## config.mk

```make
export PLATFORM = sky130hd
export DESIGN_NAME = lru_select
export DESIGN_NICKNAME = d
export VERILOG_FILES = /design/src/source/dcache_pkg.sv /design/src/source/lru_select.sv
export SDC_FILE = /design/constraint.sdc
export NUM_CORES = 1
export LEC_CHECK = 0
export BUFFER_PORTS_ARGS = -buffer_cell sky130_fd_sc_hd__buf_2
export CELL_PAD_IN_SITES_DETAIL_PLACEMENT = 1
export CELL_PAD_IN_SITES_GLOBAL_PLACEMENT = 1
export CORE_AREA = 10 10 128 130
export CTS_CLUSTER_SIZE = 16
export DETAILED_ROUTE_END_ITERATION = 12
export DIE_AREA = 0 0 138 140
export PLACE_DENSITY = 0.74
export SYNTH_ARGS = -nofsm -noshare
export SYNTH_HDL_FRONTEND = slang
export SYNTH_SLANG_ARGS = --single-unit
```

## constraint.sdc

```tcl
create_clock -name clk -period 5.2 [get_ports clk]
set_clock_uncertainty 0.15 [all_clocks]
set_input_delay 0.26 -clock clk [delete_from_list [all_inputs] [get_ports clk]]
set_output_delay 0.26 -clock clk [all_outputs]
set_load 0.03 [all_outputs]
```

## src/source/dcache_pkg.sv

```systemverilog
`default_nettype none

package dcache_pkg;

  // Cache geometry
  localparam int way_count   = 4;
  localparam int set_count   = 8;
  localparam int word_bits   = 32;
  localparam int line_words  = 8;                 // Also beats per burst
  localparam int line_bits   = 256;
  localparam int offset_bits = 5;                 // Byte offset in line
  localparam int index_bits  = 3;
  localparam int tag_bits    = 24;
  localparam int way_bits    = 2;
  localparam int stamp_bits  = 4;
  localparam int stamp_max   = 15;                // Stamp counter saturates here

  typedef logic [31:0]              addr_t;
  typedef logic [word_bits-1:0]     word_t;
  typedef logic [word_bits/8-1:0]   strb_t;
  typedef logic [line_bits-1:0]     line_t;       // Word 0 in the low bits
  typedef logic [tag_bits-1:0]      tag_t;
  typedef logic [index_bits-1:0]    index_t;
  typedef logic [way_bits-1:0]      way_t;
  typedef logic [stamp_bits-1:0]    stamp_t;
  typedef logic [way_count-1:0]     way_vec_t;

  // Per way, per set status
  typedef struct packed {
    logic valid;
    logic dirty;
    tag_t tag;
  } meta_t;

  // CPU request, held until req_ready
  typedef struct packed {
    logic  write;                                 // 1 for a store
    addr_t addr;
    word_t wdata;
    strb_t wstrb;
  } cpu_req_t;

  // Lookup result from the store
  typedef struct packed {
    logic     hit;
    way_t     hit_way;
    line_t    hit_line;                           // Victim line when no way hits
    way_vec_t way_valid;
    way_vec_t way_dirty;
  } lookup_t;

  // Write order to the store
  typedef struct packed {
    logic wr_hit;                                 // Merge CPU word into hit way
    logic wr_fill;                                // Shift one refill beat into fill_way
    way_t fill_way;
  } store_cmd_t;

  typedef enum logic [2:0] {
    idle, read_hit, write_hit, send_data, wb_req, wb_data, fill_req, fill_data
  } state_t;

  // Address field helpers
  function automatic index_t addr_index(addr_t a);
    return a[offset_bits +: index_bits];
  endfunction

  function automatic tag_t addr_tag(addr_t a);
    return a[offset_bits + index_bits +: tag_bits];
  endfunction

  function automatic logic [offset_bits-3:0] addr_word(addr_t a);
    return a[offset_bits-1:2];                    // Word within the line
  endfunction

  function automatic addr_t line_base(addr_t a);
    return a & ~addr_t'((1 << offset_bits) - 1);
  endfunction

endpackage

`default_nettype wire

```

## src/source/lru_select.sv

```systemverilog
`timescale 1ns/1ns
`default_nettype none

module lru_select (
  input  logic                clk,
  input  logic                rst,
  input  dcache_pkg::index_t  index,
  input  logic                touch,
  input  dcache_pkg::way_t    touch_way,
  output dcache_pkg::way_t    victim
);
  import dcache_pkg::*;

  stamp_t stamps [set_count][way_count];          // Last access stamp per way
  stamp_t stamp_ctr;                              // Global access clock

  always_ff @(posedge clk) begin
    if (rst) begin
      for (int s = 0; s < set_count; s++) begin
        for (int w = 0; w < way_count; w++) begin
          stamps[s][w] <= '0;
        end
      end
    end else if (touch) begin
      stamps[index][touch_way] <= stamp_ctr;
    end
  end

  // Counter stops at the top value
  always_ff @(posedge clk) begin
    if (rst) begin
      stamp_ctr <= '0;
    end else if (touch && (stamp_ctr != stamp_t'(stamp_max))) begin
      stamp_ctr <= stamp_ctr + 1'b1;
    end
  end

  // Oldest stamp in the set, lowest way on a tie
  // Untouched ways sit at zero and are taken first
  always_comb begin
    stamp_t best;
    best   = stamps[index][0];
    victim = '0;
    for (int w = 1; w < way_count; w++) begin
      if (stamps[index][w] < best) begin      // Strict compare keeps lower way on tie
        best   = stamps[index][w];
        victim = way_t'(w);
      end
    end
  end

endmodule

`default_nettype wire

```

==> out/results.ini, run 1 <==
[clock_tree]
htree_levels = 4
cts_root_buf = clkbuf_16
cts_hold_buf = 0
cts_tree = done
insertion_delay_ns = 0.42
cts_buffer_depth = 2
cts_buffers = 17
clkTransAtPathRegs_ns = 0.05
clock_sinks = 132

[placement]
io_buffers = 9
gp_congestion = 0.869
place_hpwl_mm = 12.3
place_inst = 739

[worst_setup_path]
crit_fanout = 11
critical_path_required_ns = 4.79
worstPathArrival_ns = 4.52
critical_path_class = in2out
crit_path_end_kind = primary output
start_kind = primary input

[sta]
finalCritPeriodShare_pct = 94.7
maxSlewHeadroom_pct = 51.3
fin_setup_tns_ns = 0
worst_pin_slew_ns = 0.730
hold_violations = 0
period_needed_ns = 4.93
report.final.slew_viol_count = 0
setup_viol = 0
fmax_mhz = 203

[floorplanning]
coreArea_sq_um = 13800
die_width_um = 138
die_area_sq_um = 19300
fp-row-count = 43
fp.dieH_um = 140
ios = 10
start_util_pct = 48.9

[drt]
postRouteWirelength_mm = 18.0
vias = 4436
drcViolationCount = 0
drtAntennaViolNets = 0
wl_per_cell_um = 23.3
drt_iter0_drc = 379
firstDrtPassIters = 5
routed_via_density = 5.76

[pwr]
p_sw_share_pct = 24.5
p_comb_share_pct = 13.0
irDropWorstVdd_mv = 0.216
p_leak_uw = 0.00290
powerDensity_nw_per_um2 = 342
p_sw_uw = 638
seq_power_share_pct = 46.9
internal-power_uw = 1960
p_clk_share_pct = 40.1

[global_routing]
grt_pass1_wl_mm = 27.9
grt_use_total_pct = 18.8
grt-ovfl-total = 0
antenna_found_initial = 0
grt_pass1_vias = 4680
grt_max_degree = 39

[yosys]
ys.flop_type = edfxtp_1
synth_nets = 585
synth_edf_count = 128
seq_area_frac_synth_pct = 58.3
ys_async_sr_fraction_pct = 0
yosysMostFrequentCell = and2_1
yosys_warnings = 0
synthTopCellsByArea = edfxtp_1, and2_1, or2_2, nor2_1, ha_1
ys_types = 55
synthTopCellsByCount = and2_1, edfxtp_1, nor2_1
synth_area_sq_um = 6730
synthCells = 565
synth_seq_cells = 132
synth_area_leader_cell = edfxtp_1
synth_top_area_share_pct = 57.1
syn_avg_cell_area_sq_um = 11.9

[layout]
syn_to_final_growth_pct = 12.9
final_cells = 770
n_fill_cell = 1434
fin_nets = 600
seqCellArea_sq_um = 3920
drive_above_1_share_pct = 21.0
diodes = 0
multi_input_area_sq_um = 2700

[worst_hold_path]
hold_class = in2reg

[run_status]
status = finished, final reports clean

[run]
timing.max_cap.violations = 0

-- worst max-delay path: stages --
cell,delay [ns]
clkbuf_4,0.22
and2b_1,0.27
and2_1,0.31
a22oi_1,0.20
nand2_1,0.11
nor3_2,0.26
ha_4,0.20
nand3_1,0.12
a21oi_2,0.21
nand2b_4,0.18
o21ai_2,0.06
ha_1,0.30
o21ai_0,0.11
a21oi_1,0.21
nor2_1,0.10
a31oi_4,0.22
nor2_1,0.07
a21o_1,0.16
ha_1,0.26
o21ai_1,0.13
nand2b_1,0.07
a21oi_1,0.14
inv_1,0.07
nand3_1,0.07
buf_2,0.20
-- power by group through the flow --
stage	Sequential (uW)	Combinational [uW]	Clock (uW)
detailed placement	1240	309	0
CTS	1220	313	1050
floorplan	1230	218	0
global placement	1240	296	0
global route	1220	369	1100
finish	1220	338	1040
-- cells in the final DEF (no fill, tap or decap), types with 5 or more instances in the layout --
cell type / n
a21oi_1: 9
a22oi_1: 15
and2_1: 130
buf_2: 5
buf_4: 19
clkbuf_16: 17
clkinv_1: 5
edfxtp_1: 128
ha_1: 11
inv_1: 8
mux2_2: 7
mux2i_1: 14
nand2_1: 22
nand3_1: 13
nor2_1: 47
nor3_1: 5
o21ai_0: 6
o22ai_1: 7
or2_2: 33
-- path summary, 6_finish.rpt --
| path | startpoint | to | slack, ns | cells after the start |
|---|---|---|---|---|
| worst max register to register | stamp_ctr[0] | stamp_ctr[3] | 3.75 | 5 |
| worst min register to register | stamp_ctr[1] | stamp_ctr[1] | 0.51 | 3 |
| worst max-delay path | index[0] | victim[1] | 0.27 | 25 |
| worst min-delay path | touch | stamp_ctr[1] | 0.01 | 3 |
-- metal layers --
layer	global-route usage, %	share of wire, %	wire length [um]	up-vias
met1	23.7	44	7850	2230
met4	7.82	2.4	434	0
li1	-	-	-	2048
met5	0	0	0	-
met2	31.3	50	8910	126
met3	3.14	4.3	781	32
-- cells by family (layout without fill, tap and decap cells) --
family                   Yosys count  in the layout  synth area share (%)
AND/OR/NAND/NOR                  275            275                  22.7
flip-flops                       132            132                  58.3
AO/OA/AOI/OAI                     76             76                  8.75
buffers and inverters             41             66                  3.08
multiplexers                      27             27                  4.65
adder cells (fa/ha/maj)           12             12                  2.23
XOR/XNOR                           2              2                 0.260
-- flip-flops by register name (all words and copies together), names as in the netlist --
signal     flops
stamp_ctr      4
stamps       128
-- area by class of cell --
class                      count  area share (%)
timing repair buffer          29            2.91
sequential                   132            51.6
tap                          180            2.96
clock inverter                10           0.905
inverter                       8           0.395
clock buffer                  19            5.70
multi-input combinational    392            35.5
-- per-stage QoR --
stage | utilization [%] | hold slack [ns] | power [uW] | setup WS [ns] | instance area (sq um)
6_report | 55.2 | 0.0141 | 2600 | 0.275 | 7600
5_1_grt | 55.2 | 0.0490 | 2690 | -0.0426 | 7600
4_1_cts | 54.4 | 0.00312 | 2590 | 0.0521 | 7490
3_5_place_dp | 50.6 | 0.450 | 1550 | -0.0950 | 6970
3_3_place_gp | 50.6 | 0.436 | 1530 | 0.194 | 6970
2_1_floorplan | - | 0.270 | 1450 | 0.811 | 6730
-- repair_timing --
| action | CTS | global route |
|---|---|---|
| endpoints found under the setup margin | 2 | 2 |
| pin swaps | 0 | 3 |
| buffers inserted | 0 | 2 |
| resized for setup | 5 | 26 |
Note: power is estimated with default switching activity, not from simulation.
==> inputs of run 2 (changes only) <==
Settings changed: ABC_AREA set to 1, CORE_AREA 10 10 128 130 to 10 10 122 124, DIE_AREA 0 0 138 140 to 0 0 132 134, PLACE_DENSITY 0.74 to 0.76.
==> out/results.ini, run 2 <==
[global_routing]
grt_use_total_pct = 19.4  ; +0.63 points
antenna_found_initial = 0  ; unchanged
grt_pass1_vias = 4853  ; +3.7%
grt_pass1_wl_mm = 26.6  ; -4.8%
grt_max_degree = 36  ; -7.7%
grt-ovfl-total = 0  ; unchanged

[floorplanning]
die_area_sq_um = 17700  ; -8.4%
fp-row-count = 41  ; -4.7%
die_width_um = 132  ; -4.3%
fp.dieH_um = 134  ; -4.3%
ios = 10  ; unchanged
coreArea_sq_um = 12500  ; -9.5%
start_util_pct = 49.0  ; +0.099 points

[sta]
finalCritPeriodShare_pct = 91.1  ; -3.6 points
rsz0062_at_grt = no
fin_setup_tns_ns = 0  ; unchanged
fmax_mhz = 211  ; +3.9%
report.final.slew_viol_count = 0  ; unchanged
maxSlewHeadroom_pct = 29.3  ; -22 points
worst_pin_slew_ns = 1.05  ; +0.323 ns
period_needed_ns = 4.74  ; -0.187 ns
setup_viol = 0  ; unchanged
hold_violations = 0  ; unchanged

[worst_setup_path]
worstPathArrival_ns = 4.33  ; -0.19 ns
crit_fanout = 13  ; +2
critical_path_required_ns = 4.79  ; about the same
critical_path_class = in2out
start_kind = primary input
crit_path_end_kind = primary output

[drt]
drtAntennaViolNets = 0  ; unchanged
postRouteWirelength_mm = 16.6  ; -7.7%
drt_iter0_drc = 413  ; +9.0%
drcViolationCount = 0  ; unchanged
vias = 4547  ; +2.5%
wl_per_cell_um = 20.7  ; -11%
firstDrtPassIters = 5  ; unchanged
routed_via_density = 5.66  ; -1.7%

[layout]
reg_top3 = stamps x128, stamp_ctr x4
largest_reg_flops = 128  ; unchanged
layout_common_cells = nor2_1, nand2_1, edfxtp_1, inv_1, clkbuf_16
syn_to_final_growth_pct = 12.4
final_common_cell = nor2_1
diodes = 0  ; unchanged
design_area_sq_um = 6860  ; -9.7%
top_register = stamps
fin_nets = 639  ; +6.5%
n_fill_cell = 1365  ; -4.8%
drive_above_1_share_pct = 8.87  ; -12 points

[worst_hold_path]
hold_class = in2reg

[clock_tree]
cts_buffers = 17  ; unchanged
clkTransAtPathRegs_ns = 0.05  ; about the same
htree_levels = 4  ; unchanged
clock_sinks = 132  ; unchanged
cts_tree = done
insertion_delay_ns = 0.41  ; about the same
cts_root_buf = clkbuf_16
cts_buffer_depth = 2  ; unchanged

[yosys]
synth_area_leader_cell = edfxtp_1
yosys_warnings = 0  ; unchanged
ys.flop_type = edfxtp_1
synth_edf_count = 128  ; unchanged
synth_nets = 621  ; +6.2%
synthTopCellsByArea = edfxtp_1, nor2_1, nand2_1, inv_1, ha_1
synth_top_area_share_pct = 63.0  ; +5.9 points
ys_async_sr_fraction_pct = 0  ; unchanged
ys_types = 29  ; -47%
synth_seq_cells = 132  ; unchanged
synthCells = 601  ; +6.4%
synth_area_sq_um = 6110  ; -9.3%
yosysMostFrequentCell = nor2_1
synthTopCellsByCount = nor2_1, nand2_1, edfxtp_1
syn_avg_cell_area_sq_um = 10.2  ; -15%
seq_area_frac_synth_pct = 64.3  ; +6.0 points

[run_status]
status = finished, final reports clean

[placement]
io_buffers = 9  ; unchanged
place_area_sq_um = 6350  ; -9.0%
place_hpwl_mm = 11.1  ; -9.7%
gp_congestion = 0.895  ; +3.0%

[pwr]
irDropWorstVdd_mv = 0.195  ; -9.4%
p_leak_uw = 0.00265  ; -8.7%
powerDensity_nw_per_um2 = 363  ; +6.0%

[run]
timing.max_cap.violations = 0  ; unchanged

run 2: worst paths after layout:
path	start	endpoint	slack, ns	cells after the start
hold reg to reg	stamp_ctr[1]	stamp_ctr[1]	0.38	2
setup reg to reg	stamp_ctr[0]	stamps[2][8]	3.63	3
hold / removal	touch	stamp_ctr[2]	0.06	3
setup / recovery	index[0]	victim[0]	0.46	26
run 2: layer usage:
layer / global-route usage, % / vias to the layer above / share of wire [%]
met2: 32.5 / 133 / 49
li1: - / 2080 / -
met5: 0 / - / 0
met4: 9.02 / 0 / 2.6
met1: 23.7 / 2294 / 43
met3: 4.00 / 40 / 5.3
run 2: report_power, final:
| part | internal (uW) | switching [uW] |
|---|---|---|
| Combinational | 76.1 | 189 |
| Sequential | 1200 | 16.5 |
| Clock | 592 | 414 |
run 2: cell type report:
type | count | area [sq um] | area share, %
inverter | 59 | 225 | 3.28
tap | 172 | 215 | 3.14
clock buffer | 22 | 444 | 6.47
sequential | 132 | 3920 | 57.2
clock inverter | 9 | 40.0 | 0.583
multi-input combinational | 385 | 1860 | 27.0
timing repair buffer | 24 | 160 | 2.33
run 2: worst max-delay path, stage by stage:
cell,delay (ns)
buf_2,0.22
inv_2,0.15
nand2_1,0.30
clkinvlp_4,0.26
a22o_1,0.23
a221oi_1,0.33
nand4_1,0.21
ha_1,0.35
nand2_1,0.06
inv_1,0.04
nand2_2,0.10
nand2_4,0.08
nand2_1,0.07
o21ai_0,0.12
ha_1,0.21
a21oi_1,0.31
nand2_4,0.12
nand2_1,0.08
o21ai_0,0.08
ha_1,0.28
nand2_1,0.07
nand2_1,0.05
nand2_1,0.05
nand2_1,0.06
nand2_1,0.05
buf_2,0.19
run 2: per-stage QoR:
| step | cells | util (%) | setup WS, ns | hold slack, ns | power, uW |
|---|---|---|---|---|---|
| final | 803 | 55.1 | 0.461 | 0.0603 | 2490 |
| after detailed placement | 769 | 50.9 | 0.308 | 0.319 | 1500 |
| after CTS | 801 | 54.9 | 0.266 | 0.0491 | 2500 |
| after floorplan | 601 | - | 1.22 | 0.186 | 1410 |
| after global routing | 803 | 55.1 | 0.00792 | 0.0672 | 2590 |
| after global placement | 769 | 50.9 | 0.462 | 0.312 | 1490 |
run 2: what timing repair did:
action | CTS | global route
setup endpoints to repair | 0 | 2
gates resized for setup | 0 | 2
hold buffers | 1 | 0
endpoints found under the hold margin | 2 | 0
setup buffers | 0 | 2
run 2: logic make-up after synthesis:
family | Yosys count | synth area share, %
AOI/OAI and AO/OA | 62 | 7.25
and+or+nand+nor | 311 | 20.6
adders and majority gates | 12 | 2.46
DFF | 132 | 64.3
buffers and inverters | 84 | 5.41
==> inputs of run 3 (changes only) <==
Settings changed: ABC_AREA 1 to 0, CORE_AREA 10 10 122 124 to 10 10 128 130, DIE_AREA 0 0 132 134 to 0 0 138 140, GPL_TIMING_DRIVEN set to 0, PLACE_DENSITY 0.76 to 0.74, SLEW_MARGIN set to 20.
==> out/results.ini, run 3 (synthesized netlist as in run 1, its figures left out) <==
[worst_setup_path]
worstPathArrival_ns = 4.48  ; +0.15 ns
start_kind = primary input
critical_path_required_ns = 4.79  ; about the same
crit_fanout = 10  ; -3
crit_path_end_kind = primary output
critical_path_class = in2out

[worst_hold_path]
hold_class = reg2reg

[sta]
fmax_mhz = 205  ; -3.0%
report.final.slew_viol_count = 0  ; unchanged
setup_viol = 0  ; unchanged
timing.hold.ws_ns = 0.421  ; +0.360 ns
fin_setup_tns_ns = 0  ; unchanged
hold_violations = 0  ; unchanged
finalCritPeriodShare_pct = 94.0  ; +2.8 points
period_needed_ns = 4.89  ; +0.147 ns
worst_pin_slew_ns = 0.799  ; -0.254 ns
maxSlewHeadroom_pct = 46.8  ; +18 points

[floorplanning]
die_area_sq_um = 19300  ; +9.2%
ios = 10  ; unchanged
fp.dieH_um = 140  ; +4.5%
coreArea_sq_um = 13800  ; +10%
fp-row-count = 43  ; +4.9%
start_util_pct = 48.9  ; -0.099 points
die_width_um = 138  ; +4.5%

[clock_tree]
cts_buffer_depth = 2  ; unchanged
clkTransAtPathRegs_ns = 0.05  ; about the same
clock_sinks = 132  ; unchanged
htree_levels = 4  ; unchanged
cts_root_buf = clkbuf_16
insertion_delay_ns = 0.42  ; about the same
cts_tree = done
cts_buffers = 17  ; unchanged

[global_routing]
grt-ovfl-total = 0  ; unchanged
grt_max_degree = 20  ; -44%
grt_pass1_vias = 4869  ; +0.33%
grt_use_total_pct = 21.5  ; +2.0 points
antenna_found_initial = 0  ; unchanged
grt_pass1_wl_mm = 31.0  ; +17%

[layout]
layout_common_cells = and2_1, edfxtp_1, nor2_1, or2_2, clkbuf_1
post-route-util_pct = 56.4  ; +1.3 points
fin_nets = 626  ; -2.0%
final_common_cell = and2_1
reg_top3 = stamps x128, stamp_ctr x4
final_cells = 798  ; -0.62%
drive_above_1_share_pct = 21.0  ; +12 points
top_register = stamps
diodes = 0  ; unchanged
syn_to_final_growth_pct = 15.4
largest_reg_flops = 128  ; unchanged

[drt]
drtAntennaViolNets = 0  ; unchanged
vias = 4739  ; +4.2%
postRouteWirelength_mm = 20.7  ; +25%
routed_via_density = 5.94  ; +4.9%
drcViolationCount = 0  ; unchanged
drt_iter0_drc = 634  ; +54%
firstDrtPassIters = 5  ; unchanged
wl_per_cell_um = 26.0  ; +26%

[pwr]
irDropWorstVdd_mv = 0.215  ; +10%
powerDensity_nw_per_um2 = 336  ; -7.3%
p_clk_share_pct = 38.8  ; -1.6 points
p_sw_share_pct = 25.6  ; +0.76 points
total_power_uw = 2610  ; +4.9%
p_leak_uw = 0.00296  ; +12%
internal-power_uw = 1940  ; +3.8%
seq_power_share_pct = 46.8  ; -2.2 points
p_sw_uw = 669  ; +8.1%
p_comb_share_pct = 14.4  ; +3.8 points

[run_status]
status = finished, final reports clean

[placement]
place_inst = 754  ; -2.0%
io_buffers = 9  ; unchanged
gp_congestion = 0.927  ; +3.6%
place_hpwl_mm = 14.5  ; +31%

[run]
timing.max_cap.violations = 0  ; unchanged

==> run 3: routing by layer <==
layer / global-route usage, % / share of wire, % / vias to the layer above
li1: - / - / 2102
met1: 26.5 / 41 / 2423
met2: 35.6 / 49 / 168
met3: 4.56 / 6.9 / 46
met4: 9.05 / 3.2 / 0
met5: 0 / 0 / -
==> run 3: power by group through the flow <==
stage	Clock, uW	Combinational [uW]	Sequential (uW)
floorplan	0	218	1230
global placement	0	306	1240
detailed placement	0	319	1240
CTS	1010	346	1220
global route	1070	408	1220
finish	1010	377	1220
==> run 3: path summary, 6_finish.rpt <==
| path | slack, ns | cells after the start | start | end |
|---|---|---|---|---|
| max | 0.31 | 27 | index[2] | victim[1] |
| min | 0.42 | 2 | stamp_ctr[1] | stamp_ctr[1] |
| max reg2reg | 3.46 | 3 | stamp_ctr[2] | stamps[7][2] |
| min reg2reg | 0.42 | 2 | stamp_ctr[1] | stamp_ctr[1] |
==> run 3: worst max-delay path, stage by stage <==
cell	delay [ns]
buf_4	0.16
buf_12	0.15
inv_1	0.06
buf_4	0.18
nor2_2	0.36
a22oi_1	0.16
nand3_1	0.15
ha_1	0.27
a21o_1	0.23
a21o_1	0.20
o21ai_0	0.14
o21ai_1	0.12
ha_1	0.32
o21ai_1	0.09
a21oi_2	0.18
nor2_2	0.07
a31oi_2	0.17
buf_4	0.16
nor2_1	0.04
a21o_1	0.16
ha_1	0.27
o21ai_1	0.07
nand2b_1	0.07
a21oi_1	0.13
inv_1	0.06
nand3_1	0.07
buf_4	0.16
==> run 3: timing repair <==
item                                    4_1_cts  5_1_grt
pin swaps                                     3        4
endpoints found under the setup margin        2        2
gates resized for setup                      11       35
setup buffers                                 8        6
endpoints found under the hold margin         1        0
hold buffers                                  1        0
==> run 3: area by class of cell <==
type | count | area, sq um
well taps | 180 | 225
inverters | 8 | 30.0
plain buffers | 31 | 214
clock inverters | 9 | 40.0
clock buffers | 22 | 444
repair buffers | 24 | 170
flip-flops and latches | 132 | 3920
multi-input cells | 392 | 2720
fillers | 1458 | 6010
==> run 3: stage by stage <==
stage,setup WS (ns),cell area (sq um)
floorplan,0.811,6730
global placement,-0.320,7000
detailed placement,-0.509,7000
CTS,0.0355,7600
global route,-0.0214,7770
finish,0.314,7770
