===== src/source/dcache_pkg.sv =====
`default_nettype none

package dcache_pkg;

  // Cache geometry
  localparam int way_count   = 4;
  localparam int set_count   = 8;
  localparam int word_bits   = 32;
  localparam int line_words  = 8;                 // Also beats per burst
  localparam int line_bits   = 256;
  localparam int offset_bits = 5;                 // Byte offset in line
  localparam int index_bits  = 3;
  localparam int tag_bits    = 24;
  localparam int way_bits    = 2;
  localparam int stamp_bits  = 4;
  localparam int stamp_max   = 15;                // Stamp counter saturates here

  typedef logic [31:0]              addr_t;
  typedef logic [word_bits-1:0]     word_t;
  typedef logic [word_bits/8-1:0]   strb_t;
  typedef logic [line_bits-1:0]     line_t;       // Word 0 in the low bits
  typedef logic [tag_bits-1:0]      tag_t;
  typedef logic [index_bits-1:0]    index_t;
  typedef logic [way_bits-1:0]      way_t;
  typedef logic [stamp_bits-1:0]    stamp_t;
  typedef logic [way_count-1:0]     way_vec_t;

  // Per way, per set status
  typedef struct packed {
    logic valid;
    logic dirty;
    tag_t tag;
  } meta_t;

  // CPU request, held until req_ready
  typedef struct packed {
    logic  write;                                 // 1 for a store
    addr_t addr;
    word_t wdata;
    strb_t wstrb;
  } cpu_req_t;

  // Lookup result from the store
  typedef struct packed {
    logic     hit;
    way_t     hit_way;
    line_t    hit_line;                           // Victim line when no way hits
    way_vec_t way_valid;
    way_vec_t way_dirty;
  } lookup_t;

  // Write order to the store
  typedef struct packed {
    logic wr_hit;                                 // Merge CPU word into hit way
    logic wr_fill;                                // Shift one refill beat into fill_way
    way_t fill_way;
  } store_cmd_t;

  typedef enum logic [2:0] {
    idle, read_hit, write_hit, send_data, wb_req, wb_data, fill_req, fill_data
  } state_t;

  // Address field helpers
  function automatic index_t addr_index(addr_t a);
    return a[offset_bits +: index_bits];
  endfunction

  function automatic tag_t addr_tag(addr_t a);
    return a[offset_bits + index_bits +: tag_bits];
  endfunction

  function automatic logic [offset_bits-3:0] addr_word(addr_t a);
    return a[offset_bits-1:2];                    // Word within the line
  endfunction

  function automatic addr_t line_base(addr_t a);
    return a & ~addr_t'((1 << offset_bits) - 1);
  endfunction

endpackage

`default_nettype wire


===== src/source/dcache_ctrl.sv =====
`timescale 1ns/1ns
`default_nettype none

module dcache_ctrl (
  input  logic                                          clk,
  input  logic                                          rst,
  input  logic                                          req_valid,
  input  dcache_pkg::cpu_req_t                          req,
  output logic                                          req_ready,
  output logic                                          rsp_valid,
  output dcache_pkg::word_t                             rsp_data,
  input  logic                                          rsp_ready,
  input  dcache_pkg::lookup_t                           lookup,
  input  dcache_pkg::tag_t [dcache_pkg::way_count-1:0]  way_tags,
  input  dcache_pkg::way_t                              victim,
  output dcache_pkg::store_cmd_t                        cmd,
  output logic                                          touch,
  output dcache_pkg::way_t                              touch_way,
  output logic                                          rd_req_valid,
  output dcache_pkg::addr_t                             rd_req_addr,
  input  logic                                          rd_req_ready,
  input  logic                                          rd_rsp_valid,
  input  dcache_pkg::word_t                             rd_rsp_data,
  input  logic                                          rd_rsp_last,
  output logic                                          rd_rsp_ready,
  output logic                                          wr_req_valid,
  output dcache_pkg::addr_t                             wr_req_addr,
  input  logic                                          wr_req_ready,
  output logic                                          wr_data_valid,
  output dcache_pkg::word_t                             wr_data,
  output logic                                          wr_data_last,
  input  logic                                          wr_data_ready
);
  import dcache_pkg::*;

  state_t                         state;
  state_t                         state_nxt;
  way_t                           victim_q;       // Way chosen at the miss
  line_t                          wb_buf;         // Write-back shift buffer
  logic [$clog2(line_words)-1:0]  beat_cnt;
  logic                           beat_last;
  word_t                          hit_word;

  assign beat_last = &beat_cnt;                   // Eighth beat
  assign hit_word  = lookup.hit_line[addr_word(req.addr) * word_bits +: word_bits];

  always_comb begin
    state_nxt = state;
    case (state)
      idle: begin
        if (req_valid) begin
          if (lookup.hit) begin
            state_nxt = req.write ? write_hit : read_hit;
          end else if (lookup.way_valid[victim] && lookup.way_dirty[victim]) begin
            state_nxt = wb_req;                   // Dirty victim goes out first
          end else begin
            state_nxt = fill_req;
          end
        end
      end
      read_hit:  state_nxt = send_data;
      write_hit: state_nxt = idle;
      send_data: if (rsp_ready) state_nxt = idle;
      wb_req:    if (wr_req_ready) state_nxt = wb_data;
      wb_data:   if (wr_data_ready && beat_last) state_nxt = fill_req;
      fill_req:  if (rd_req_ready) state_nxt = fill_data;
      fill_data: begin
        if (rd_rsp_valid && rd_rsp_last) begin
          state_nxt = req.write ? write_hit : read_hit;  // Finish as a hit
        end
      end
      default:   state_nxt = idle;
    endcase
  end

  always_ff @(posedge clk) begin
    if (rst) begin
      state    <= idle;
      victim_q <= '0;
      beat_cnt <= '0;
    end else begin
      state <= state_nxt;
      if (state == idle && req_valid && !lookup.hit) begin
        victim_q <= victim;
      end
      // Counts write-back beats only
      if (state == wb_req && wr_req_ready) begin
        beat_cnt <= '0;
      end else if (state == wb_data && wr_data_ready) begin
        beat_cnt <= beat_cnt + 1'b1;
      end
    end
  end

  // Data path registers
  always_ff @(posedge clk) begin
    if (state == wb_req && wr_req_ready) begin
      wb_buf <= lookup.hit_line;                  // Victim line, no way hits here
    end else if (state == wb_data && wr_data_ready) begin
      wb_buf <= {{word_bits{1'b0}}, wb_buf[line_bits-1:word_bits]};
    end

    if (state == read_hit) begin
      rsp_data <= hit_word;
    end
  end

  // CPU side
  assign req_ready = (state == read_hit) || (state == write_hit);
  assign rsp_valid = state == send_data;
  assign touch     = req_ready;                   // Both hit states update LRU
  assign touch_way = lookup.hit_way;

  always_comb begin
    cmd.wr_hit   = state == write_hit;
    cmd.wr_fill  = (state == fill_data) && rd_rsp_valid;
    cmd.fill_way = victim_q;
  end

  // Memory side
  assign rd_req_valid  = state == fill_req;
  assign rd_req_addr   = line_base(req.addr);
  assign rd_rsp_ready  = state == fill_data;
  assign wr_req_valid  = state == wb_req;
  assign wr_req_addr   = {way_tags[victim_q], addr_index(req.addr), {offset_bits{1'b0}}};
  assign wr_data_valid = state == wb_data;
  assign wr_data       = wb_buf[word_bits-1:0];   // Lowest word goes first
  assign wr_data_last  = (state == wb_data) && beat_last;

endmodule

`default_nettype wire


===== config.mk =====
export PLATFORM = sky130hd
export DESIGN_NAME = dcache_ctrl
export DESIGN_NICKNAME = d
export VERILOG_FILES = /design/src/source/dcache_pkg.sv /design/src/source/dcache_ctrl.sv
export SDC_FILE = /design/constraint.sdc
export NUM_CORES = 1
export LEC_CHECK = 0
export ABC_AREA = 1
export ABC_CLOCK_PERIOD_IN_PS = 11200
export BUFFER_PORTS_ARGS = -buffer_cell sky130_fd_sc_hd__buf_4
export CELL_PAD_IN_SITES_DETAIL_PLACEMENT = 1
export CELL_PAD_IN_SITES_GLOBAL_PLACEMENT = 1
export CORE_AREA = 2 2 242 244
export CTS_CLUSTER_DIAMETER = 120
export DETAILED_ROUTE_END_ITERATION = 10
export DIE_AREA = 0 0 244 246
export PLACE_DENSITY_LB_ADDON = 0.1
export SETUP_SLACK_MARGIN = 0.1
export SLEW_MARGIN = 0
export SYNTH_ARGS = -nofsm -noshare
export SYNTH_HDL_FRONTEND = slang
export SYNTH_SLANG_ARGS = --single-unit

===== constraint.sdc =====
create_clock -name clk -period 11.2 [get_ports clk]
set_input_delay 2.24 -clock clk [delete_from_list [all_inputs] [get_ports clk]]
set_output_delay 2.24 -clock clk [all_outputs]
set_load 0.02 [all_outputs]

==> results.yml, run 1 <==
final_layout:
  seq_area_mm2: 0.00881
  syn_to_final_growth_pct: 30.4
  final_cell_mix: "buf_4, o21ai_0, edfxtp_1"
  fillers: 6581
  final_common_cell: "buf_4"
  drive_gt1_share_pct: 32.0
  final_net_count: 2423
  multi_input_area_mm2: 0.00525
setup_path:
  r2r_slack_ns: 7.47
  worstPathCellList: "buf_4, o21ai_0, o22ai_1, buf_4"
  cp_common_cell: "buf_4"
  cp-end-kind: "primary output"
  crit_fanout: 1
  r2r_start: "state[0]"
  crit_type: "in -> out"
  cpMaxStageDelayCell: "o22ai_1"
  start_kind: "input port"
  timing.rr.end: "wb_buf[110]"
  cp.buffers_inverters: 2
  critPathLaunch: "way_tags[70]"
  path_delay_family: "compound AO/OA/AOI/OAI gates"
  cp.required_ns: 8.96
  cp_slowest_stage_delay_ns: 0.38
  ff2ff_path_depth: 5
  endpoint: "wr_req_addr[30]"
  arrival_ns: 3.01
  crit_cells: 4
route:
  totalWireLength_um: 59900
  num_vias: 12700
  drtIter0Drc: 630
  drcViolationCount: 0
  drtPass1Iterations: 5
  vias_per_cell: 4.62
  ant_nets: 0
  wl_per_cell_um: 21.9
power:
  combPwrFrac_pct: 28.2
  intPower_w: 0.00256
  pwr-share-seq_pct: 42.2
  peakVddDrop_uv: 95.7
  p_total_w: 0.00377
  pwr_density_cell_mw_per_mm2: 184
  clkPwrFrac_pct: 29.6
  p_sw_share_pct: 32.0
  p_leak_nw: 8.82
  power_switching_w: 0.00121
yosys:
  synth_top_family_by_area: "compound AO/OA/AOI/OAI gates"
  netlist_area_mm2: 0.0157
  syn_area_per_cell_um2: 9.87
  synthCells: 1591
  synth_xor_area_share_pct: 0
  ys_seq_elements: 296
  yosys.area_share.simple_pct: 8.60
  ys_types: 29
  synthAdderAreaFrac_pct: 0.159
  ys_seq_area_share_pct: 56.1
  yosys-mux-area-fraction_pct: 7.60
  synth-compound-area-share_pct: 16.7
  ys_warn_count: 0
floorplan:
  io_pins: 617
  coreArea_mm2: 0.0574
  die_x_um: 244
  die_h_um: 246
  initial_utilization_pct: 27.4
  rows: 88
  dieArea_mm2: 0.0600
global_route:
  grt_pass1_wl_um: 85400
  grt_pass1_vias: 12600
  grt_remaining_overflow: 0
  antenna_found_initial: 6
  track_usage_pct: 19.3
  grt_max_degree: 168
clock_network:
  cts.sinks: 296
  cts-root-buf: "clkbuf_16"
  cts_tree: "yes"
  clk_pin_slew_ns: 0.06
  post_cts_resized: 0
  clk_latency_ns: 0.56
  cts_buffers: 37
  post_cts_buffers: 0
  htreeDepth: 2
  cts_hold_buf: 0
  max-clock-path-buffers: 3
sta:
  post-route-min-period_ns: 5.25
  setup_viol: 0
  slew_headroom_pct: 27.3
  skew_ns: 0.0249
  drv_slew: 0
  finalHoldViolCount: 0
  worst_slew_pin_slew_ns: 1.09
  rsz0062_at_grt: "false"
  max_freq_mhz: 190
  setup_tns_ns: 0
  final.period_utilization_pct: 46.9
place:
  hpwl_um: 43300
  numPortBuffers: 475
  gp_congestion: 0.865
min_path:
  hold_path.class: "reg -> reg"
flow_run:
  drv_cap: 0
outcome:
  status: "finished, final reports clean"
[cells by family after synthesis]
logic type | count (synthesis)
simple gates | 335
fa+ha+maj | 2
compound gates | 501
mux | 96
other cells | 1
flops | 296
buf+inv | 360
[per-stage QoR]
stage,utilization [%],hold slack (ns),setup WS (ns),instance area [µm²],instances
4_1_cts,35.7,0.482,5.94,20500,2737
3_5_place_dp,33.8,0.474,5.80,19400,2672
3_3_place_gp,33.8,0.460,5.84,19400,2672
6_report,35.7,0.481,5.95,20500,2740
5_1_grt,35.7,0.500,5.88,20500,2739
2_1_floorplan,-,0.448,2.29,15700,1600
[layer usage]
metal  share of wire, %  vias up  track usage [%]  wire, µm
met3                5.9       75             4.32      3510
met2                 46      377             31.0     27700
li1                   -     6135                -         -
met5              0.075        -                0        45
met4                2.4        8             5.83      1430
met1                 45     6058             25.8     27100
[worst register-to-register path, stage by stage (launching register included)]
cell and delay (ns):
dfxtp_1 0.58, nor3_4 0.14, nand2_8 0.53, buf_12 0.69, buf_4 1.00, mux2_2 0.52
[flip-flops by register name, indices dropped and copies added (netlist names)]
signal,count
victim_q,2
beat_cnt,3
rsp_data,32
state,3
wb_buf,256
[area by class of cell]
type | count | share of cell area (%)
diodes | 3 | 0.0367
multi-input cells | 944 | 25.6
well taps | 765 | 4.67
clock inverters | 16 | 0.483
inverters | 180 | 3.31
clock buffers | 49 | 4.89
flip-flops and latches | 296 | 43.0
repair buffers | 487 | 18.0
[how the worst min path moves through the flow]
stage	from	endpoint	slack, ns	cells after the start
after detailed placement	beat_cnt[1]	beat_cnt[1]	0.47	2
after global routing	beat_cnt[2]	beat_cnt[2]	0.50	2
after CTS	beat_cnt[1]	beat_cnt[1]	0.48	2
after floorplan	beat_cnt[1]	beat_cnt[1]	0.45	2
final	beat_cnt[2]	beat_cnt[2]	0.48	2
after global placement	beat_cnt[1]	beat_cnt[1]	0.46	2
[synth_stat cells]
master	number	area share, %
a21oi_1	137	4.4
buf_1	14	0.33
buf_2	28	0.89
buf_4	75	3.6
buf_6	5	0.36
clkbuf_1	58	1.4
conb_1	1	0.024
dfxtp_1	8	1.0
edfxtp_1	288	55
ha_1	2	0.16
inv_1	178	4.3
inv_2	2	0.048
mux2_1	7	0.50
mux2_2	59	4.2
mux2_4	30	2.9
nand2_1	189	4.5
nand2_2	1	0.040
nand3_1	44	1.4
nand3b_1	1	0.048
nand4_1	2	0.080
nor2_1	92	2.2
nor3_1	1	0.032
nor3_4	1	0.10
nor3b_1	2	0.096
o21a_1	32	1.5
o21ai_0	307	9.8
o21bai_1	1	0.048
o22ai_1	24	0.96
or2_2	2	0.080
[power by group through the flow]
stage               sequential, W  clock [W]  combinational, W
CTS                       0.00159    0.00116           0.00108
finish                    0.00159    0.00112           0.00106
floorplan                 0.00167          0          0.000657
global placement          0.00161          0           0.00106
detailed placement        0.00161          0           0.00108
global route              0.00161    0.00120           0.00117
(Power assumes the default switching activity.)
==> inputs of run 2 (changes only) <==
ABC_AREA = 0   (was 1)
ABC_CLOCK_PERIOD_IN_PS = 5110   (was 11200)
CORE_AREA = 2 2 239 241   (was 2 2 242 244)
DIE_AREA = 0 0 241 243   (was 0 0 244 246)
clock period = 5.11 ns   (was 11.2 ns; I/O delays follow)
==> run 2 against run 1 <==
Count of clock-buffer cells in the layout increased by 9. Cell count decreased by 25%. Final area decreased by 1.4%. Synthesized area decreased by 3.0%. Register-to-register slack got worse by 4.8 ns. Combinational power increased by 56%. Routed wire length decreased by 24%. Clock skew decreased by 0.0084 ns. Clock power increased by 130%. Utilization increased by 0.39 points. Die area decreased by 2.4%.
==> results.yml, run 2 <==
outcome:
  status: "finished, final reports clean"
sta:
  drv_slew: 0
  worst_slew_pin_slew_ns: 0.967
  rsz0062_at_grt: "false"
  setup_tns_ns: 0
  post-route-min-period_ns: 3.41
  slew_headroom_pct: 35.5
  finalHoldViolCount: 0
  skew_ns: 0.0165
  final.period_utilization_pct: 66.7
  setup_viol: 0
  max_freq_mhz: 293
route:
  drtPass1Iterations: 4
  num_vias: 9207
  drtIter0Drc: 379
  totalWireLength_um: 45300
  ant_nets: 0
  wl_per_cell_um: 22.1
  vias_per_cell: 4.48
  drcViolationCount: 0
setup_path:
  critPathLaunch: "victim_q[0]"
  crit_fanout: 26
  cp_slowest_stage_delay_ns: 0.96
  r2r_start: "state[2]"
  cpMaxStageDelayCell: "dfxtp_2"
  start_kind: "flop"
  cp.required_ns: 4.09
  worstPathCellList: "mux4_2, buf_4"
  arrival_ns: 2.39
  crit_type: "reg -> out"
  ff2ff_path_depth: 4
  timing.rr.end: "wb_buf[49]"
  cp-end-kind: "primary output"
  r2r_slack_ns: 2.64
yosys:
  synth_edf_count: 288
  ys_seq_elements: 296
  netlist_top_cells_count: "edfxtp_1, mux2_2, mux4_2"
  yosys.area.top_type_share_pct: 56.8
  synth.area.top_cells: "edfxtp_1, mux2_2, mux4_2, buf_4, and2_1"
  ys_warn_count: 0
  async_flop_share_pct: 0
  synth.largest_area_cell: "edfxtp_1"
  ys.flop_type: "edfxtp_1"
  netlist_area_mm2: 0.0152
  ys_seq_area_share_pct: 57.8
  synthCells: 863
  syn_area_per_cell_um2: 17.7
  ys_types: 38
  synth_most_common_cell: "edfxtp_1"
floorplan:
  dieArea_mm2: 0.0586
  coreArea_mm2: 0.0560
  io_pins: 617
  rows: 87
  initial_utilization_pct: 27.2
  die_h_um: 243
  die_x_um: 241
global_route:
  grt_pass1_vias: 10000
  grt_max_degree: 142
  antenna_found_initial: 0
  track_usage_pct: 15.3
  grt_remaining_overflow: 0
  grt_pass1_wl_um: 66000
final_layout:
  final_net_count: 1747
  largest_reg_flops: 256
  final_util_pct: 36.1
  largest_registers: "wb_buf (256), rsp_data (32)"
  top_register: "wb_buf"
  fillers: 5832
  drive_gt1_share_pct: 67.5
  stdcell_area_mm2: 0.0202
  diodes: 0
  syn_to_final_growth_pct: 32.5
  final_cell_mix: "buf_4, edfxtp_1, mux2_2"
  final_common_cell: "buf_4"
clock_network:
  clk_pin_slew_ns: 0.06
  cts.sinks: 296
  post_cts_buffers: 0
  cts_hold_buf: 0
  post_cts_resized: 0
  clk_latency_ns: 0.53
  cts_tree: "yes"
  cts-root-buf: "clkbuf_16"
  max-clock-path-buffers: 3
  htreeDepth: 2
  cts_buffers: 37
min_path:
  hold_path.class: "reg -> reg"
  hold_path_depth: 1
  hold_path.startpoint: "wb_buf[89]"
  min_to: "wb_buf[57]"
power:
  pwr_density_cell_mw_per_mm2: 364
  p_leak_nw: 7.43
  peakVddDrop_uv: 256
place:
  numPortBuffers: 475
  hpwl_um: 33000
  gp_congestion: 0.777
  place_area_mm2: 0.0190
flow_run:
  drv_cap: 0
==> run 2: changes by cell type in the layout (fill, tap and decap cells not counted), moves of 36 or more <==
cell     before  now
nor2_1       92    6
inv_1       176    2
nand2_1     188    7
o21ai_0     307    2
mux2_2       59  238
nand3_1      44    0
a21oi_1     137    1
and2_1        0   36
mux4_2        0   89
==> run 2: how the worst max path moves through the flow <==
stage / to / cells after the start
global route: wr_req_addr[24] / 2
floorplan: touch / 5
detailed placement: rsp_data[26] / 4
CTS: wr_req_addr[24] / 2
global placement: rsp_data[26] / 4
finish: wr_req_addr[24] / 2
==> run 2: worst max-delay path: cells and delay by family (launching register included) <==
kind | cells | cell delay, ns
buf+inv | 1 | 0.19
flops | 1 | 0.96
mux | 1 | 0.68
==> run 2: through the flow <==
step,cells,total power (W),hold slack [ns],setup slack (ns)
5_1_grt,2053,0.00771,0.537,1.52
4_1_cts,2053,0.00751,0.528,1.55
3_5_place_dp,1987,0.00490,0.514,1.96
6_report,2053,0.00736,0.524,1.70
2_1_floorplan,872,0.00428,0.501,0.628
3_3_place_gp,1987,0.00489,0.504,1.97
==> run 2: cell type report <==
type	count	area (µm²)	area share, %
clock inverter	8	65.1	0.322
sequential	296	8810	43.6
inverter	2	7.51	0.0372
multi-input combinational	442	5520	27.3
clock buffer	58	1090	5.38
tap	756	946	4.68
timing repair buffer	491	3760	18.6
==> run 2: logic make-up (layout without fill, tap and decap cells) <==
logic type	Yosys count	in the layout	share of synthesized area, %
buffers and inverters	134	559	6.31
XOR/XNOR	1	1	0.0575
AND/OR/NAND/NOR	69	69	2.69
adder cells (fa/ha/maj)	2	2	0.164
AO/OA/AOI/OAI	11	11	0.599
other	1	10	0.0246
flip-flops	296	296	57.8
multiplexers	349	349	32.3
==> run 2: report_power, final <==
part,total [W],internal (W),switching (W)
registers,0.00317,0.00307,0.000101
clock network,0.00254,0.00151,0.00103
logic,0.00165,0.000817,0.000831
==> run 2: layer usage <==
| layer | up-vias | global-route usage (%) | routed length (µm) |
|---|---|---|---|
| li1 | 4170 | - | - |
| met5 | - | 0 | 0 |
| met4 | 0 | 3.78 | 871 |
| met3 | 50 | 5.11 | 3640 |
| met1 | 4688 | 18.9 | 18300 |
| met2 | 299 | 25.5 | 22500 |
==> inputs of run 3 (changes only) <==
ABC_AREA = 1   (was 0)
ABC_CLOCK_PERIOD_IN_PS = 3400   (was 5110)
CORE_AREA = 2 2 242 244   (was 2 2 239 241)
DIE_AREA = 0 0 244 246   (was 0 0 241 243)
clock period = 3.4 ns   (was 5.11 ns; I/O delays follow)
==> run 3 against run 2 <==
Sequential share of layout area decreased by 0.96 points. Via count grew 37%. First-iteration DRC count is 93% higher. Global-route usage up 3.7 points. Hold slack worse by 0.095 ns. Clock skew down 0.0055 ns. Count of clock-buffer cells in the layout shrank 8. Routed wire length is 30% higher. Cell count is 34% higher. Non-clock buffer count grew 5. Final area is 2.2% higher. Register-to-register slack got worse by 1.7 ns. Critical path type unchanged. Largest cell class unchanged.
==> results.yml, run 3 (synthesis results as in run 1) <==
sta:
  final.period_utilization_pct: 89.9
  setup_tns_ns: 0
  drv_slew: 0
  max_freq_mhz: 327
  slew_headroom_pct: 48.5
  finalHoldViolCount: 0
  setup_viol: 0
  post-route-min-period_ns: 3.06
  worst_slew_pin_slew_ns: 0.772
  rsz0062_at_grt: "false"
  skew_ns: 0.0110
route:
  num_vias: 12600
  drtIter0Drc: 733
  ant_nets: 0
  drcViolationCount: 0
  totalWireLength_um: 58700
  drtPass1Iterations: 5
  vias_per_cell: 4.58
  wl_per_cell_um: 21.3
setup_path:
  start_kind: "flop"
  cp-end-kind: "primary output"
  crit_type: "reg -> out"
  cp.required_ns: 2.72
  crit_fanout: 26
  arrival_ns: 2.38
floorplan:
  rows: 88
  die_h_um: 246
  die_x_um: 244
  dieArea_mm2: 0.0600
  io_pins: 617
  coreArea_mm2: 0.0574
  initial_utilization_pct: 27.4
clock_network:
  clk_latency_ns: 0.54
  post_cts_resized: 0
  cts-root-buf: "clkbuf_16"
  clk_pin_slew_ns: 0.05
  htreeDepth: 2
  max-clock-path-buffers: 3
  cts_buffers: 36
  cts_hold_buf: 0
  post_cts_buffers: 0
  cts_tree: "yes"
  cts.sinks: 296
power:
  pwr_density_cell_mw_per_mm2: 599
  p_leak_nw: 8.88
  peakVddDrop_uv: 319
final_layout:
  syn_to_final_growth_pct: 31.4
  seq_area_mm2: 0.00881
  drive_gt1_share_pct: 32.2
  final_common_cell: "buf_4"
  final_cell_mix: "buf_4, o21ai_0, edfxtp_1"
  multi_input_area_mm2: 0.00526
  fillers: 6485
  largest_reg_flops: 256
  stdcell_count: 2750
  final_net_count: 2431
  top_register: "wb_buf"
  largest_registers: "wb_buf (256), rsp_data (32)"
global_route:
  grt_max_degree: 161
  grt_pass1_wl_um: 84900
  antenna_found_initial: 9
  grt_pass1_vias: 12700
  track_usage_pct: 19.0
  grt_remaining_overflow: 0
place:
  gp_congestion: 0.846
  hpwl_um: 43300
  place_inst: 2681
  numPortBuffers: 475
flow_run:
  drv_cap: 0
min_path:
  hold_path.class: "in -> reg"
outcome:
  status: "finished, final reports clean"
[run 3: cell types whose count changed in the layout (fill, tap and decap cells not counted), moves of 11 or more]
cell     before  now
o21a_1        1   32
nor2_1        6   92
inv_1         2  176
mux4_2       89    0
o21ai_0       2  307
mux2_2      238   59
a21oi_1       1  137
mux2_4        0   30
o22ai_1       0   24
nand3_1       0   44
and2_1       36    0
nand2_1       7  188
mux2_1       18    7
[run 3: power breakdown]
group,switching [W],internal (W),leakage [nW]
combinational,0.00217,0.00141,5.65
clock,0.00154,0.00205,0.508
sequential,0.000210,0.00500,2.72
[run 3: final cells by class]
cell class | count | share of cell area, %
clock inverter | 10 | 0.212
timing repair buffer | 496 | 18.8
sequential | 296 | 42.7
tap | 765 | 4.64
inverter | 180 | 3.28
multi-input combinational | 944 | 25.5
clock buffer | 50 | 4.87
antenna | 9 | 0.109
[run 3: critical path: stages, from the launching register on]
cell and delay, ns:
dfxtp_1 0.29, buf_4 0.21, inv_1 0.57, o21ai_0 0.19
o22ai_1 0.34, buf_4 0.22
[run 3: final timing paths]
kind / slack, ns / cells after the start / start / endpoint
max reg2reg: 0.93 / 5 / state[0] / wb_buf[8]
min: 0.43 / 4 / rst / state[1]
min reg2reg: 0.47 / 2 / beat_cnt[2] / beat_cnt[2]
max: 0.34 / 5 / victim_q[1] / wr_req_addr[10]
[run 3: metal layers]
metal	vias up	global-route usage [%]	share of wire, %
met1	5983	25.7	46
met5	-	0	0
met2	369	29.9	46
li1	6159	-	-
met4	0	6.35	2.6
met3	81	4.15	5.5
[run 3: per-stage QoR]
stage	util (%)	hold WS (ns)	area [µm²]	setup WS (ns)	power [W]
2_1_floorplan	-	0.448	15800	0.594	0.00750
3_3_place_gp	34.1	0.456	19600	0.859	0.00887
3_5_place_dp	34.1	0.468	19600	0.887	0.00893
4_1_cts	35.9	0.382	20600	0.295	0.0126
5_1_grt	36.0	0.410	20600	0.128	0.0131
6_report	36.0	0.429	20600	0.345	0.0124
